$ cat config.mk
export PLATFORM = sky130hd
export DESIGN_NAME = axil_interconnect
export DESIGN_NICKNAME = d
export VERILOG_FILES = /design/src/axil_pkg.sv /design/src/axil_map_pkg.sv /design/src/axil_rd_if.sv /design/src/axil_wr_if.sv /design/src/axil_decerr_rd.sv /design/src/axil_decerr_wr.sv /design/src/axil_interconnect.sv /design/src/axil_interconnect_rd.sv /design/src/axil_interconnect_wr.sv
export SDC_FILE = /design/constraint.sdc
export NUM_CORES = 1
export LEC_CHECK = 0
export ABC_AREA = 1
export BUFFER_PORTS_ARGS = -buffer_cell sky130_fd_sc_hd__buf_2
export CELL_PAD_IN_SITES_DETAIL_PLACEMENT = 0
export CELL_PAD_IN_SITES_GLOBAL_PLACEMENT = 1
export CORE_AREA = 4 4 281 283
export DETAILED_ROUTE_END_ITERATION = 16
export DIE_AREA = 0 0 285 287
export HOLD_SLACK_MARGIN = 0.06
export PLACE_DENSITY_LB_ADDON = 0.1
export SLEW_MARGIN = 20
export SYNTH_ARGS = -nofsm -noshare
export SYNTH_HDL_FRONTEND = slang
export SYNTH_HIERARCHICAL = 1
export SYNTH_SLANG_ARGS = --single-unit
$ cat constraint.sdc
create_clock -name aclk -period 3.8 [get_ports aclk]
set_clock_uncertainty 0.2 [all_clocks]
set_input_delay 0.76 -clock aclk [delete_from_list [all_inputs] [get_ports aclk]]
set_output_delay 0.76 -clock aclk [all_outputs]
set_load 0.02 [all_outputs]
$ cat src/axil_pkg.sv
package axil_pkg;

    // Bus widths, fixed for this interconnect
    localparam int AXI_DATA_WIDTH = 32;
    localparam int AXI_ADDR_WIDTH = 32;
    localparam int AXI_STRB_WIDTH = AXI_DATA_WIDTH / 8;

    typedef logic [AXI_ADDR_WIDTH-1:0] addr_t;
    typedef logic [AXI_DATA_WIDTH-1:0] data_t;
    typedef logic [1:0]                resp_t;

    // AXI response encodings
    localparam resp_t RESP_OKAY   = 2'b00;
    localparam resp_t RESP_SLVERR = 2'b10;
    localparam resp_t RESP_DECERR = 2'b11;

endpackage

$ cat src/axil_map_pkg.sv
package axil_map_pkg;

    localparam int MAX_SLAVES = 16;

    // Target index, one past the last slave means the DECERR responder
    typedef logic [4:0] slave_idx_t;
    localparam slave_idx_t NO_TARGET = 5'd16;

    typedef axil_pkg::addr_t [MAX_SLAVES-1:0] addr_tab_t;

    localparam axil_pkg::addr_t MAP_BASE   = 32'h4000_0000;
    localparam axil_pkg::addr_t MAP_STRIDE = 32'h0000_1000;

    // Slave windows packed back to back from MAP_BASE
    function automatic addr_tab_t default_offsets();
        addr_tab_t tab;
        for (int i = 0; i < MAX_SLAVES; i++) begin
            tab[i] = MAP_BASE + axil_pkg::addr_t'(i) * MAP_STRIDE;
        end
        return tab;
    endfunction

    localparam addr_tab_t DEFAULT_OFFSET = default_offsets();
    localparam addr_tab_t DEFAULT_RANGE  = {MAX_SLAVES{MAP_STRIDE}};

endpackage

$ cat src/axil_rd_if.sv
interface axil_rd_if;

    axil_pkg::addr_t araddr;
    logic            arvalid;
    logic            arready;

    axil_pkg::data_t rdata;
    axil_pkg::resp_t rresp;
    logic            rvalid;
    logic            rready;

    modport manager (
        output araddr, arvalid, rready,
        input  arready, rdata, rresp, rvalid
    );

    modport subordinate (
        input  araddr, arvalid, rready,
        output arready, rdata, rresp, rvalid
    );

endinterface

$ cat src/axil_wr_if.sv
interface axil_wr_if;

    axil_pkg::addr_t                    awaddr;
    logic                               awvalid;
    logic                               awready;

    axil_pkg::data_t                    wdata;
    logic [axil_pkg::AXI_STRB_WIDTH-1:0] wstrb;
    logic                               wvalid;
    logic                               wready;

    axil_pkg::resp_t                    bresp;
    logic                               bvalid;
    logic                               bready;

    modport manager (
        output awaddr, awvalid, wdata, wstrb, wvalid, bready,
        input  awready, wready, bresp, bvalid
    );

    modport subordinate (
        input  awaddr, awvalid, wdata, wstrb, wvalid, bready,
        output awready, wready, bresp, bvalid
    );

endinterface

$ cat src/axil_decerr_rd.sv
module axil_decerr_rd (
    input  logic           aclk,
    input  logic           rst,
    axil_rd_if.subordinate bus
);

    logic ready_q;
    logic rvalid_q;

    always_ff @(posedge aclk) begin
        if (rst) begin
            ready_q  <= 1'b0;
            rvalid_q <= 1'b0;
        end else begin
            ready_q <= bus.arvalid && !ready_q && !rvalid_q;
            // Response follows the accept by one cycle
            if (ready_q) begin
                rvalid_q <= 1'b1;
            end else if (rvalid_q && bus.rready) begin
                rvalid_q <= 1'b0;
            end
        end
    end

    assign bus.arready = ready_q;
    assign bus.rvalid  = rvalid_q;
    assign bus.rdata   = '0;
    assign bus.rresp   = axil_pkg::RESP_DECERR;

endmodule

$ cat src/axil_decerr_wr.sv
module axil_decerr_wr (
    input  logic           aclk,
    input  logic           rst,
    axil_wr_if.subordinate bus
);

    logic ready_q;
    logic bvalid_q;

    // Single accept pulse, blocked while a response is pending
    always_ff @(posedge aclk) begin
        if (rst) begin
            ready_q  <= 1'b0;
            bvalid_q <= 1'b0;
        end else begin
            ready_q <= bus.awvalid && bus.wvalid && !ready_q && !bvalid_q;
            if (ready_q) begin
                bvalid_q <= 1'b1;
            end else if (bvalid_q && bus.bready) begin
                bvalid_q <= 1'b0;
            end
        end
    end

    assign bus.awready = ready_q;
    assign bus.wready  = ready_q;
    assign bus.bvalid  = bvalid_q;
    assign bus.bresp   = axil_pkg::RESP_DECERR;

endmodule

$ cat src/axil_interconnect.sv
module axil_interconnect #(
    parameter int NUMBER_SLAVE = 4,
    parameter axil_pkg::addr_t [NUMBER_SLAVE-1:0] AXI_ADDR_OFFSET =
        axil_map_pkg::DEFAULT_OFFSET[NUMBER_SLAVE-1:0],
    parameter axil_pkg::addr_t [NUMBER_SLAVE-1:0] AXI_ADDR_RANGE =
        axil_map_pkg::DEFAULT_RANGE[NUMBER_SLAVE-1:0]
) (
    input  logic                                           aclk,
    input  logic                                           rst,

    //////////////////////////////////////////////////////////////////////
    // Master side
    //////////////////////////////////////////////////////////////////////

    input  axil_pkg::addr_t                                m_axil_awaddr,
    input  logic                                           m_axil_awvalid,
    output logic                                           m_axil_awready,
    input  axil_pkg::data_t                                m_axil_wdata,
    input  logic [axil_pkg::AXI_STRB_WIDTH-1:0]            m_axil_wstrb,
    input  logic                                           m_axil_wvalid,
    output logic                                           m_axil_wready,
    output axil_pkg::resp_t                                m_axil_bresp,
    output logic                                           m_axil_bvalid,
    input  logic                                           m_axil_bready,

    input  axil_pkg::addr_t                                m_axil_araddr,
    input  logic                                           m_axil_arvalid,
    output logic                                           m_axil_arready,
    output axil_pkg::data_t                                m_axil_rdata,
    output axil_pkg::resp_t                                m_axil_rresp,
    output logic                                           m_axil_rvalid,
    input  logic                                           m_axil_rready,

    //////////////////////////////////////////////////////////////////////
    // Slave side, one entry per slave
    //////////////////////////////////////////////////////////////////////

    output axil_pkg::addr_t [NUMBER_SLAVE-1:0]             s_axil_awaddr,
    output logic [NUMBER_SLAVE-1:0]                        s_axil_awvalid,
    input  logic [NUMBER_SLAVE-1:0]                        s_axil_awready,
    output axil_pkg::data_t [NUMBER_SLAVE-1:0]             s_axil_wdata,
    output logic [NUMBER_SLAVE-1:0][axil_pkg::AXI_STRB_WIDTH-1:0] s_axil_wstrb,
    output logic [NUMBER_SLAVE-1:0]                        s_axil_wvalid,
    input  logic [NUMBER_SLAVE-1:0]                        s_axil_wready,
    input  axil_pkg::resp_t [NUMBER_SLAVE-1:0]             s_axil_bresp,
    input  logic [NUMBER_SLAVE-1:0]                        s_axil_bvalid,
    output logic [NUMBER_SLAVE-1:0]                        s_axil_bready,

    output axil_pkg::addr_t [NUMBER_SLAVE-1:0]             s_axil_araddr,
    output logic [NUMBER_SLAVE-1:0]                        s_axil_arvalid,
    input  logic [NUMBER_SLAVE-1:0]                        s_axil_arready,
    input  axil_pkg::data_t [NUMBER_SLAVE-1:0]             s_axil_rdata,
    input  axil_pkg::resp_t [NUMBER_SLAVE-1:0]             s_axil_rresp,
    input  logic [NUMBER_SLAVE-1:0]                        s_axil_rvalid,
    output logic [NUMBER_SLAVE-1:0]                        s_axil_rready
);

    // Links to the unmapped-address responders
    axil_wr_if err_wr ();
    axil_rd_if err_rd ();

    axil_interconnect_wr #(
        .NUMBER_SLAVE    (NUMBER_SLAVE),
        .AXI_ADDR_OFFSET (AXI_ADDR_OFFSET),
        .AXI_ADDR_RANGE  (AXI_ADDR_RANGE)
    ) u_wr (
        .decerr (err_wr.manager),
        .*
    );

    axil_interconnect_rd #(
        .NUMBER_SLAVE    (NUMBER_SLAVE),
        .AXI_ADDR_OFFSET (AXI_ADDR_OFFSET),
        .AXI_ADDR_RANGE  (AXI_ADDR_RANGE)
    ) u_rd (
        .decerr (err_rd.manager),
        .*
    );

    axil_decerr_wr u_decerr_wr (
        .aclk (aclk),
        .rst  (rst),
        .bus  (err_wr.subordinate)
    );

    axil_decerr_rd u_decerr_rd (
        .aclk (aclk),
        .rst  (rst),
        .bus  (err_rd.subordinate)
    );

endmodule

$ cat src/axil_interconnect_rd.sv
module axil_interconnect_rd #(
    parameter int NUMBER_SLAVE = 4,
    parameter axil_pkg::addr_t [NUMBER_SLAVE-1:0] AXI_ADDR_OFFSET =
        axil_map_pkg::DEFAULT_OFFSET[NUMBER_SLAVE-1:0],
    parameter axil_pkg::addr_t [NUMBER_SLAVE-1:0] AXI_ADDR_RANGE =
        axil_map_pkg::DEFAULT_RANGE[NUMBER_SLAVE-1:0]
) (
    input  logic                               aclk,
    input  logic                               rst,

    input  axil_pkg::addr_t                    m_axil_araddr,
    input  logic                               m_axil_arvalid,
    output logic                               m_axil_arready,
    output axil_pkg::data_t                    m_axil_rdata,
    output axil_pkg::resp_t                    m_axil_rresp,
    output logic                               m_axil_rvalid,
    input  logic                               m_axil_rready,

    output axil_pkg::addr_t [NUMBER_SLAVE-1:0] s_axil_araddr,
    output logic [NUMBER_SLAVE-1:0]            s_axil_arvalid,
    input  logic [NUMBER_SLAVE-1:0]            s_axil_arready,
    input  axil_pkg::data_t [NUMBER_SLAVE-1:0] s_axil_rdata,
    input  axil_pkg::resp_t [NUMBER_SLAVE-1:0] s_axil_rresp,
    input  logic [NUMBER_SLAVE-1:0]            s_axil_rvalid,
    output logic [NUMBER_SLAVE-1:0]            s_axil_rready,

    axil_rd_if.manager                         decerr
);

    typedef enum logic {IDLE, SEND} state_t;

    state_t                   state;
    logic                     ar_done;
    axil_map_pkg::slave_idx_t tgt, dec_idx;
    axil_pkg::addr_t          araddr_q;
    logic [NUMBER_SLAVE-1:0]  hit, is_tgt;
    logic                     is_decerr, accept, ar_fire, r_fire, rsp_phase;
    logic                     tgt_arready, tgt_rvalid;
    axil_pkg::data_t          tgt_rdata;
    axil_pkg::resp_t          tgt_rresp;

    //////////////////////////////////////////////////////////////////////
    // Window decode and per-slave routing
    //////////////////////////////////////////////////////////////////////

    for (genvar i = 0; i < NUMBER_SLAVE; i++) begin : gen_port
        assign hit[i] = (m_axil_araddr >= AXI_ADDR_OFFSET[i]) &&
                        (m_axil_araddr - AXI_ADDR_OFFSET[i] < AXI_ADDR_RANGE[i]);
        assign is_tgt[i]         = (tgt == axil_map_pkg::slave_idx_t'(i));
        assign s_axil_araddr[i]  = araddr_q;
        assign s_axil_arvalid[i] = (state == SEND) && !ar_done && is_tgt[i];
        assign s_axil_rready[i]  = rsp_phase && m_axil_rready && is_tgt[i];
    end

    always_comb begin
        dec_idx = axil_map_pkg::NO_TARGET;
        for (int i = NUMBER_SLAVE - 1; i >= 0; i--) begin
            if (hit[i]) dec_idx = axil_map_pkg::slave_idx_t'(i);
        end
    end

    always_comb begin
        tgt_arready = decerr.arready;
        tgt_rvalid  = decerr.rvalid;
        tgt_rdata   = decerr.rdata;
        tgt_rresp   = decerr.rresp;
        for (int i = 0; i < NUMBER_SLAVE; i++) begin
            if (is_tgt[i]) begin
                tgt_arready = s_axil_arready[i];
                tgt_rvalid  = s_axil_rvalid[i];
                tgt_rdata   = s_axil_rdata[i];
                tgt_rresp   = s_axil_rresp[i];
            end
        end
    end

    assign is_decerr      = (tgt == axil_map_pkg::NO_TARGET);
    assign rsp_phase      = (state == SEND) && ar_done;
    assign decerr.araddr  = araddr_q;
    assign decerr.arvalid = (state == SEND) && !ar_done && is_decerr;
    assign decerr.rready  = rsp_phase && m_axil_rready && is_decerr;

    assign accept         = (state == IDLE) && m_axil_arvalid;
    assign m_axil_arready = accept;
    assign ar_fire        = (state == SEND) && !ar_done && tgt_arready;
    // r only passes once the address beat has gone out
    assign m_axil_rvalid  = rsp_phase && tgt_rvalid;
    assign m_axil_rdata   = tgt_rdata;
    assign m_axil_rresp   = tgt_rresp;
    assign r_fire         = m_axil_rvalid && m_axil_rready;

    always_ff @(posedge aclk) begin
        if (rst) begin
            state   <= IDLE;
            ar_done <= 1'b0;
            tgt     <= axil_map_pkg::NO_TARGET;
        end else if (state == IDLE) begin
            if (accept) begin
                state   <= SEND;
                ar_done <= 1'b0;
                tgt     <= dec_idx;
            end
        end else begin
            if (ar_fire) ar_done <= 1'b1;
            if (r_fire) state <= IDLE;
        end
    end

    always_ff @(posedge aclk) begin
        if (accept) araddr_q <= m_axil_araddr;
    end

endmodule

$ cat src/axil_interconnect_wr.sv
module axil_interconnect_wr #(
    parameter int NUMBER_SLAVE = 4,
    parameter axil_pkg::addr_t [NUMBER_SLAVE-1:0] AXI_ADDR_OFFSET =
        axil_map_pkg::DEFAULT_OFFSET[NUMBER_SLAVE-1:0],
    parameter axil_pkg::addr_t [NUMBER_SLAVE-1:0] AXI_ADDR_RANGE =
        axil_map_pkg::DEFAULT_RANGE[NUMBER_SLAVE-1:0]
) (
    input  logic                                           aclk,
    input  logic                                           rst,

    input  axil_pkg::addr_t                                m_axil_awaddr,
    input  logic                                           m_axil_awvalid,
    output logic                                           m_axil_awready,
    input  axil_pkg::data_t                                m_axil_wdata,
    input  logic [axil_pkg::AXI_STRB_WIDTH-1:0]            m_axil_wstrb,
    input  logic                                           m_axil_wvalid,
    output logic                                           m_axil_wready,
    output axil_pkg::resp_t                                m_axil_bresp,
    output logic                                           m_axil_bvalid,
    input  logic                                           m_axil_bready,

    output axil_pkg::addr_t [NUMBER_SLAVE-1:0]             s_axil_awaddr,
    output logic [NUMBER_SLAVE-1:0]                        s_axil_awvalid,
    input  logic [NUMBER_SLAVE-1:0]                        s_axil_awready,
    output axil_pkg::data_t [NUMBER_SLAVE-1:0]             s_axil_wdata,
    output logic [NUMBER_SLAVE-1:0][axil_pkg::AXI_STRB_WIDTH-1:0] s_axil_wstrb,
    output logic [NUMBER_SLAVE-1:0]                        s_axil_wvalid,
    input  logic [NUMBER_SLAVE-1:0]                        s_axil_wready,
    input  axil_pkg::resp_t [NUMBER_SLAVE-1:0]             s_axil_bresp,
    input  logic [NUMBER_SLAVE-1:0]                        s_axil_bvalid,
    output logic [NUMBER_SLAVE-1:0]                        s_axil_bready,

    axil_wr_if.manager                                     decerr
);

    typedef enum logic [1:0] {IDLE, SEND, RESP} state_t;

    state_t                              state;
    logic                                aw_done, w_done;
    axil_map_pkg::slave_idx_t            tgt, dec_idx;
    axil_pkg::addr_t                     awaddr_q;
    axil_pkg::data_t                     wdata_q;
    logic [axil_pkg::AXI_STRB_WIDTH-1:0] wstrb_q;
    logic [NUMBER_SLAVE-1:0]             hit, is_tgt;
    logic                                is_decerr, accept, aw_fire, w_fire, b_fire;
    logic                                tgt_awready, tgt_wready, tgt_bvalid;
    axil_pkg::resp_t                     tgt_bresp;

    //////////////////////////////////////////////////////////////////////
    // Window decode and per-slave routing
    //////////////////////////////////////////////////////////////////////

    for (genvar i = 0; i < NUMBER_SLAVE; i++) begin : gen_port
        assign hit[i] = (m_axil_awaddr >= AXI_ADDR_OFFSET[i]) &&
                        (m_axil_awaddr - AXI_ADDR_OFFSET[i] < AXI_ADDR_RANGE[i]);
        assign is_tgt[i]         = (tgt == axil_map_pkg::slave_idx_t'(i));
        assign s_axil_awaddr[i]  = awaddr_q;
        assign s_axil_wdata[i]   = wdata_q;
        assign s_axil_wstrb[i]   = wstrb_q;
        assign s_axil_awvalid[i] = (state == SEND) && !aw_done && is_tgt[i];
        assign s_axil_wvalid[i]  = (state == SEND) && !w_done && is_tgt[i];
        assign s_axil_bready[i]  = (state == RESP) && m_axil_bready && is_tgt[i];
    end

    // Lowest matching window wins
    always_comb begin
        dec_idx = axil_map_pkg::NO_TARGET;
        for (int i = NUMBER_SLAVE - 1; i >= 0; i--) begin
            if (hit[i]) dec_idx = axil_map_pkg::slave_idx_t'(i);
        end
    end

    // Return path from the latched target
    always_comb begin
        tgt_awready = decerr.awready;
        tgt_wready  = decerr.wready;
        tgt_bvalid  = decerr.bvalid;
        tgt_bresp   = decerr.bresp;
        for (int i = 0; i < NUMBER_SLAVE; i++) begin
            if (is_tgt[i]) begin
                tgt_awready = s_axil_awready[i];
                tgt_wready  = s_axil_wready[i];
                tgt_bvalid  = s_axil_bvalid[i];
                tgt_bresp   = s_axil_bresp[i];
            end
        end
    end

    assign is_decerr      = (tgt == axil_map_pkg::NO_TARGET);
    assign decerr.awaddr  = awaddr_q;
    assign decerr.wdata   = wdata_q;
    assign decerr.wstrb   = wstrb_q;
    assign decerr.awvalid = (state == SEND) && !aw_done && is_decerr;
    assign decerr.wvalid  = (state == SEND) && !w_done && is_decerr;
    assign decerr.bready  = (state == RESP) && m_axil_bready && is_decerr;

    // Both beats taken together from the master
    assign accept         = (state == IDLE) && m_axil_awvalid && m_axil_wvalid;
    assign m_axil_awready = accept;
    assign m_axil_wready  = accept;
    assign aw_fire        = (state == SEND) && !aw_done && tgt_awready;
    assign w_fire         = (state == SEND) && !w_done && tgt_wready;
    assign m_axil_bvalid  = (state == RESP) && tgt_bvalid;
    assign m_axil_bresp   = tgt_bresp;
    assign b_fire         = m_axil_bvalid && m_axil_bready;

    //////////////////////////////////////////////////////////////////////
    // Control
    //////////////////////////////////////////////////////////////////////

    always_ff @(posedge aclk) begin
        if (rst) begin
            state   <= IDLE;
            aw_done <= 1'b0;
            w_done  <= 1'b0;
            tgt     <= axil_map_pkg::NO_TARGET;
        end else begin
            case (state)
                IDLE: if (accept) begin
                    state   <= SEND;
                    aw_done <= 1'b0;
                    w_done  <= 1'b0;
                    tgt     <= dec_idx;
                end
                SEND: begin
                    if (aw_fire) aw_done <= 1'b1;
                    if (w_fire) w_done <= 1'b1;
                    if ((aw_done || aw_fire) && (w_done || w_fire)) state <= RESP;
                end
                RESP: if (b_fire) state <= IDLE;
                default: state <= IDLE;
            endcase
        end
    end

    always_ff @(posedge aclk) begin
        if (accept) begin
            awaddr_q <= m_axil_awaddr;
            wdata_q  <= m_axil_wdata;
            wstrb_q  <= m_axil_wstrb;
        end
    end

endmodule

==> flow_summary.yaml, run 1 <==
cells_and_area:
  drive_above_1_share_pct: 43.4
  n_fill_cell: 8867
  syn_to_final_growth_pct: 20.0
  fin_nets: 2250
drt:
  final_antenna_net_count: 0
  drt_iter0_markers: 571
  wire_per_inst_um: 19.4
  drtPass1Iterations: 7
  drc: 0
  vias: 11300
  wl_um: 58800
  via_per_inst: 3.74
synth:
  yosysTopAreaCellShare_pct: 27.6
  synthTopCellsByArea: "buf_4 28%, edfxtp_1 25%, nand2_1 10%"
  syn_inst: 1650
  yosys_warnings: 6
  synth_top_family_by_area: "buffers and inverters"
  synth-edff-count: 100
  postSynthAreaPerCell_um2: 7.23
  synthAdderAreaFrac_pct: 0.629
  synthDistinctLibCells: 45
  synthXorXnorAreaFrac_pct: 1.10
  synth_top_area_cell: "buf_4"
  synth_compound_area_share_pct: 8.37
  ys_seq_area_share_pct: 27.9
  ys.flop_type: "edfxtp_1"
  synth_seq_cells: 116
  synthMuxAreaShare_pct: 0.420
  postSynth.asyncResetShare_pct: 0
  yosys.area_share.simple_pct: 29.2
  synth_area_um2: 11900
critical_path:
  crit_chain: "inv_1, nor3_1, inv_1, o21ai_0, nand2_1, o21ai_0, a21oi_1, buf_2"
  path_max_fanout: 13
  cp_slowest_cell: "o21ai_0"
  cp.buffers_inverters: 3
  critPathArrivalTime_ns: 2.56
  r2r-end: "u_wr/state[1]$_SDFFE_PP0P_"
  ff2ff_path_depth: 12
  required_ns: 2.84
  r2r_start: "u_wr/tgt[0]$_SDFFE_PP0P_"
  end_kind: "output pin"
  crit_path_max_incr_delay_ns: 0.67
  startpoint_type: "register"
  cp_top_family: "compound AO/OA/AOI/OAI gates"
  regToRegSetupSlack_ns: 1.30
  critPathKind: "register to output pin"
power_and_ir_drop:
  total_leakage_power_nw: 6.85
  powerDensity_nw_per_um2: 376
  ir_drop_uv: 301
floorplanning:
  rows: 102
  dieArea_um2: 81800
  core-area_um2: 76700
  die-width_um: 285
  die_y_um: 287
  start_util_pct: 15.5
  io_pins: 732
cts:
  hold_buffers: 0
  cts_buffer_depth: 2
  clock_latency_ns: 0.46
  cts_tree: "done"
  cts.sinks: 116
  cts_made_buffers: 17
  cts_max_level: 4
  cts-root-buf: "clkbuf_16"
  clkTransAtPathRegs_ns: 0.07
grt:
  grt_pass1_wl_um: 80000
  overflow: 0
  grt_max_degree: 63
  track_usage_pct: 13.5
  grt_antenna_before_repair: 13
  grt_pass1_vias: 11000
outcome:
  status: "finished clean"
timing:
  min_period_ns: 3.52
  worst_pin_slew_ns: 0.782
  max_clock_freq_mhz: 284
  fin_crit_sh_pct: 92.6
  maxSlewViolCount: 0
  slew_headroom_pct: 47.9
  setup_viol: 0
  tns_ns: 0
  setup_ws_ns: 0.283
  grt_setup_unrepaired: "no"
  final-hold-violation-count: 0
placed_design:
  pre_cts_slack_ns: 0.637
  gp_congestion: 0.831
  portBuffers: 731
  dpl.hpwl_um: 49100
worst_hold_path:
  hold_depth: 1
  hold_path.startpoint: "m_axil_araddr[11]"
  whs_endpoint: "u_rd/decerr.araddr[11]$_DFFE_PP_"
  hp-class: "primary input to register"
job:
  maxCapViolCount: 0
state kept, by name, indices dropped and copies added (netlist names):
| name | flops |
|---|---|
| u_rd/decerr.araddr | 32 |
| u_wr/decerr.awaddr | 32 |
| u_wr/decerr.wdata | 32 |
| u_wr/decerr.wstrb | 4 |
| u_rd/tgt | 3 |
| u_wr/tgt | 3 |
| u_wr/state | 2 |
| u_decerr_rd/bus.arready | 1 |
| u_decerr_rd/bus.rvalid | 1 |
| u_decerr_wr/bus.awready | 1 |
| u_decerr_wr/bus.bvalid | 1 |
| u_rd/ar_done | 1 |
| u_rd/state | 1 |
| u_wr/aw_done | 1 |
| u_wr/w_done | 1 |
worst max-delay path by stage:
stage	from	to	slack, ns	cells past startpoint
floorplan	m_axil_wvalid	m_axil_wready	0.05	3
global placement	m_axil_awaddr[14]	u_wr/tgt[1]$_SDFFE_PP0P_	0.64	13
detailed placement	u_rd/tgt[4]$_SDFFE_PP1P_	m_axil_rresp[1]	0.64	7
CTS	u_rd/tgt[0]$_SDFFE_PP0P_	m_axil_rresp[1]	0.08	7
global route	u_rd/tgt[0]$_SDFFE_PP0P_	m_axil_rdata[21]	0.01	7
finish	u_wr/tgt[0]$_SDFFE_PP0P_	m_axil_bvalid	0.28	8
kinds of logic after synthesis:
logic type / after synthesis
adders and majority gates: 6
xor gates and xnor gates: 15
muxes: 5
buffers and inverters: 579
other: 3
and+or+nand+nor: 750
DFF: 116
AOI/OAI and AO/OA: 176
cells in the final DEF (no fill, tap or decap), types with 6 or more instances in the layout:
master     netlist  layout
buf_4          438      14
nand3_1        161     161
xor2_1          14      14
o21ai_0         60      60
nand2_2         11      12
a31oi_1          7       7
nand4_1         13      13
inv_6            0       6
a21oi_1         65      65
o21a_1           7       7
inv_1           99      98
nand2_4          6       6
nand2_1        330     329
o211ai_1        20      20
nor3_1           7       7
edfxtp_1       100     100
ha_1             6       6
dfxtp_1         16      16
nor2_4          25      25
nor2_2          22      23
clkbuf_16        0      17
nor2_1         157     156
buf_2           12     731
conb_1           3      36
area by class of cell:
type	count	area, µm²	share of cell area (%)
Sequential cell	116	3320	23.2
Multi-Input combinational cell	988	4880	34.1
Antenna cell	5	12.5	0.0874
Tap cell	1040	1300	9.09
Inverter	103	388	2.71
Clock inverter	15	189	1.32
Clock buffer	17	425	2.97
Timing Repair Buffer	747	3790	26.5
metrics by stage:
| stage | cells | power [mW] | hold WS (ns) | utilization, % | instance area (µm²) |
|---|---|---|---|---|---|
| final | 3031 | 5.38 | 0.259 | 18.7 | 14300 |
| after global routing | 3030 | 5.69 | 0.214 | 18.7 | 14300 |
| after CTS | 3026 | 5.52 | 0.205 | 18.6 | 14300 |
| after detailed placement | 2994 | 3.66 | 0.258 | 17.8 | 13700 |
| after global placement | 2994 | 3.68 | 0.256 | 17.8 | 13700 |
| after floorplan | 1683 | 3.33 | 0.240 | - | 12100 |
cells in the mapped netlist, types with 4 or more instances:
master	instances
inv_1	99
o21ai_1	4
a21oi_1	65
nor2_4	25
buf_1	5
nor2_1	157
clkbuf_1	18
o21ai_0	60
nand3_1	161
nand2_4	6
nor3_2	4
o211ai_1	20
xor2_1	14
mux2i_1	5
nor2_2	22
buf_2	12
nand2_1	330
nand4_1	13
buf_4	438
nand2_2	11
nand3b_1	5
o21a_1	7
a31oi_1	7
dfxtp_1	16
nor3_1	7
edfxtp_1	100
ha_1	6
worst reg2reg max path: stages, from the launching register on:
cell	delay, ns
dfxtp_1	0.42
inv_1	0.09
nor3_1	0.16
inv_1	0.28
o21ai_0	0.68
nand2_1	0.10
o21ai_0	0.10
a21oi_1	0.11
nand2_1	0.08
nand2_1	0.06
nand3_1	0.07
inv_1	0.04
nor2_1	0.08
what timing repair did:
item,CTS,global route
endpoints found under the setup margin,0,2
gates resized for setup,0,2
endpoints found under the hold margin,0,0
setup buffers,0,0
power by group:
group / switching, mW / internal (mW) / total (mW) / leakage, nW
Sequential: 0.141 / 1.56 / 1.70 / 1.07
Combinational: 1.33 / 0.559 / 1.89 / 5.49
Clock: 0.782 / 1.00 / 1.78 / 0.296
metal layers:
layer / up-vias / part of all wire, % / track usage (%)
met5: - / 0.068 / 0
met4: 6 / 1.4 / 3.53
met3: 37 / 5.0 / 2.70
met2: 391 / 51 / 24.4
met1: 5330 / 43 / 16.3
li1: 5562 / - / -
(Power assumes the default switching activity.)
==> run 2: changes to the inputs <==
==> constraint.sdc (replaced) <==
create_clock -name aclk -period 3.8 [get_ports aclk]
set_clock_uncertainty 0.2 [all_clocks]
set_input_delay 0.57 -clock aclk [delete_from_list [all_inputs] [get_ports aclk]]
set_output_delay 0.57 -clock aclk [all_outputs]
set_load 0.02 [all_outputs]
==> run 2 against run 1 <==
Compared with the run above:
- sequential share of layout area decreased by 0.96 points
- largest cell class unchanged
- critical path depth is the same
- via count is 1.9% higher
- hold slack worse by 0.12 ns
- power is 1.4% higher
- final cell count is 2.1% higher
- non-clock buffer count rose by 61
- fmax is 5.5% higher
- register-to-register slack lost 0.02 ns
- utilization grew 0.81 points
==> flow_summary.yaml, run 2 (synthesis gave the netlist of run 1 again) <==
grt:
  overflow: 0
  grt_pass1_vias: 11500
  grt_max_degree: 45
  grt_pass1_wl_um: 81200
  track_usage_pct: 13.5
  grt_antenna_before_repair: 15
cts:
  clkTransAtPathRegs_ns: 0.08
  cts_made_buffers: 17
  cts_tree: "done"
  clock_latency_ns: 0.45
  cts_buffer_depth: 2
  cts-root-buf: "clkbuf_16"
  cts.sinks: 116
  post_cts_buffers: 0
  cts_max_level: 4
timing:
  max_clock_freq_mhz: 300
  min_period_ns: 3.33
  grt_setup_unrepaired: "no"
  setup_viol: 0
  tns_ns: 0
  slew_headroom_pct: 61.6
  worst_pin_slew_ns: 0.576
  fin_crit_sh_pct: 87.7
  maxSlewViolCount: 0
  final-hold-violation-count: 0
critical_path:
  setup.worst_path.start: "u_rd/tgt[4]$_SDFFE_PP1P_"
  required_ns: 3.03
  crit_path_max_incr_delay_ns: 0.46
  critPathKind: "register to output pin"
  crit_top_cell: "o21ai_0"
  r2r_start: "u_wr/tgt[4]$_SDFFE_PP1P_"
  critPathArrivalTime_ns: 2.56
  startpoint_type: "register"
  cp_slowest_cell: "dfxtp_1"
  end_kind: "output pin"
  path_max_fanout: 27
  crit_chain: "nor2_1, nand2_2, buf_4, inv_1, o311ai_1, o21ai_0, o21ai_0, buf_2"
floorplanning:
  start_util_pct: 15.5
  die-width_um: 285
  rows: 102
  dieArea_um2: 81800
  die_y_um: 287
  io_pins: 732
  core-area_um2: 76700
drt:
  vias: 11500
  via_per_inst: 3.73
  final_antenna_net_count: 0
  drc: 0
  drtPass1Iterations: 5
  wl_um: 58600
  drt_iter0_markers: 621
  wire_per_inst_um: 18.9
worst_hold_path:
  hp-class: "primary input to register"
  hold_path.startpoint: "m_axil_araddr[14]"
outcome:
  status: "finished clean"
placed_design:
  gp_congestion: 0.829
  dpl.hpwl_um: 49300
  portBuffers: 731
cells_and_area:
  syn_to_final_growth_pct: 25.2
  final_cell_mix: "731 x buf_2, 329 x nand2_1, 161 x nand3_1"
  layout_commonest_cell: "buf_2"
  fin_nets: 2311
  drive_above_1_share_pct: 42.1
power_and_ir_drop:
  powerDensity_nw_per_um2: 365
  total_leakage_power_nw: 7.11
  power_mw: 5.45
  ir_drop_uv: 293
job:
  maxCapViolCount: 0
run 2: cell count changes in the layout (fill, tap and decap cells not counted), sizes merged:
cell / before / now
clkinv: 3 / 9
buf: 747 / 748
clkinvlp: 2 / 0
inv: 111 / 106
diode: 5 / 8
dlygate4sd3: 0 / 60
bufinv: 2 / 3
run 2: final cells by class:
cell class                      count  area (µm²)
Sequential cell                   116        3320
Timing Repair Buffer              808        4400
Tap cell                         1040        1300
Inverter                          103         388
Clock buffer                       17         425
Multi-Input combinational cell    988        4880
Fill cell                        8833       61800
Clock inverter                     15         195
Antenna cell                        8        20.0
run 2: worst paths after layout:
path	cells after the start	endpoint	slack, ns
setup / recovery	8	m_axil_rdata[21]	0.47
hold / removal	1	u_rd/decerr.araddr[14]$_DFFE_PP_	0.14
setup reg to reg	10	u_wr/state[0]$_SDFFE_PP0P_	1.28
hold reg to reg	2	u_wr/w_done$_SDFFE_PP0P_	0.27
run 2: layer usage:
| metal | global-route usage [%] | wire (µm) | share of wire [%] |
|---|---|---|---|
| met1 | 16.7 | 25000 | 43 |
| met2 | 24.5 | 30200 | 52 |
| met3 | 2.27 | 2570 | 4.4 |
| met4 | 3.41 | 785 | 1.3 |
| met5 | 0 | 0 | 0 |
run 2: metrics by stage:
stage | setup slack (ns) | instances | hold WS, ns | area (µm²) | utilization (%)
floorplan | 0.430 | 1683 | 0.240 | 12100 | -
global placement | 0.733 | 2995 | 0.254 | 13700 | 17.9
detailed placement | 0.675 | 2995 | 0.261 | 13700 | 17.9
CTS | 0.157 | 3087 | 0.0864 | 14900 | 19.4
global route | 0.146 | 3093 | 0.106 | 14900 | 19.5
finish | 0.466 | 3095 | 0.137 | 14900 | 19.5
run 2: power breakdown:
part | total, mW | leakage, nW | switching [mW] | internal (mW)
Clock | 1.80 | 0.304 | 0.750 | 1.05
Sequential | 1.70 | 1.07 | 0.140 | 1.56
Combinational | 1.95 | 5.74 | 1.35 | 0.601
Total | 5.45 | 7.11 | 2.24 | 3.21
run 2: critical path, delay by kind of cell, from the launching register on:
family	cells	cell delay (ns)
buf+inv	3	0.71
simple gates	2	0.19
compound gates	3	0.75
flops	1	0.46
run 2: timing repair:
action,4_1_cts,5_1_grt
resized for setup,0,1
hold buffers,60,0
hold endpoints to repair,60,0
endpoints found under the setup margin,0,1
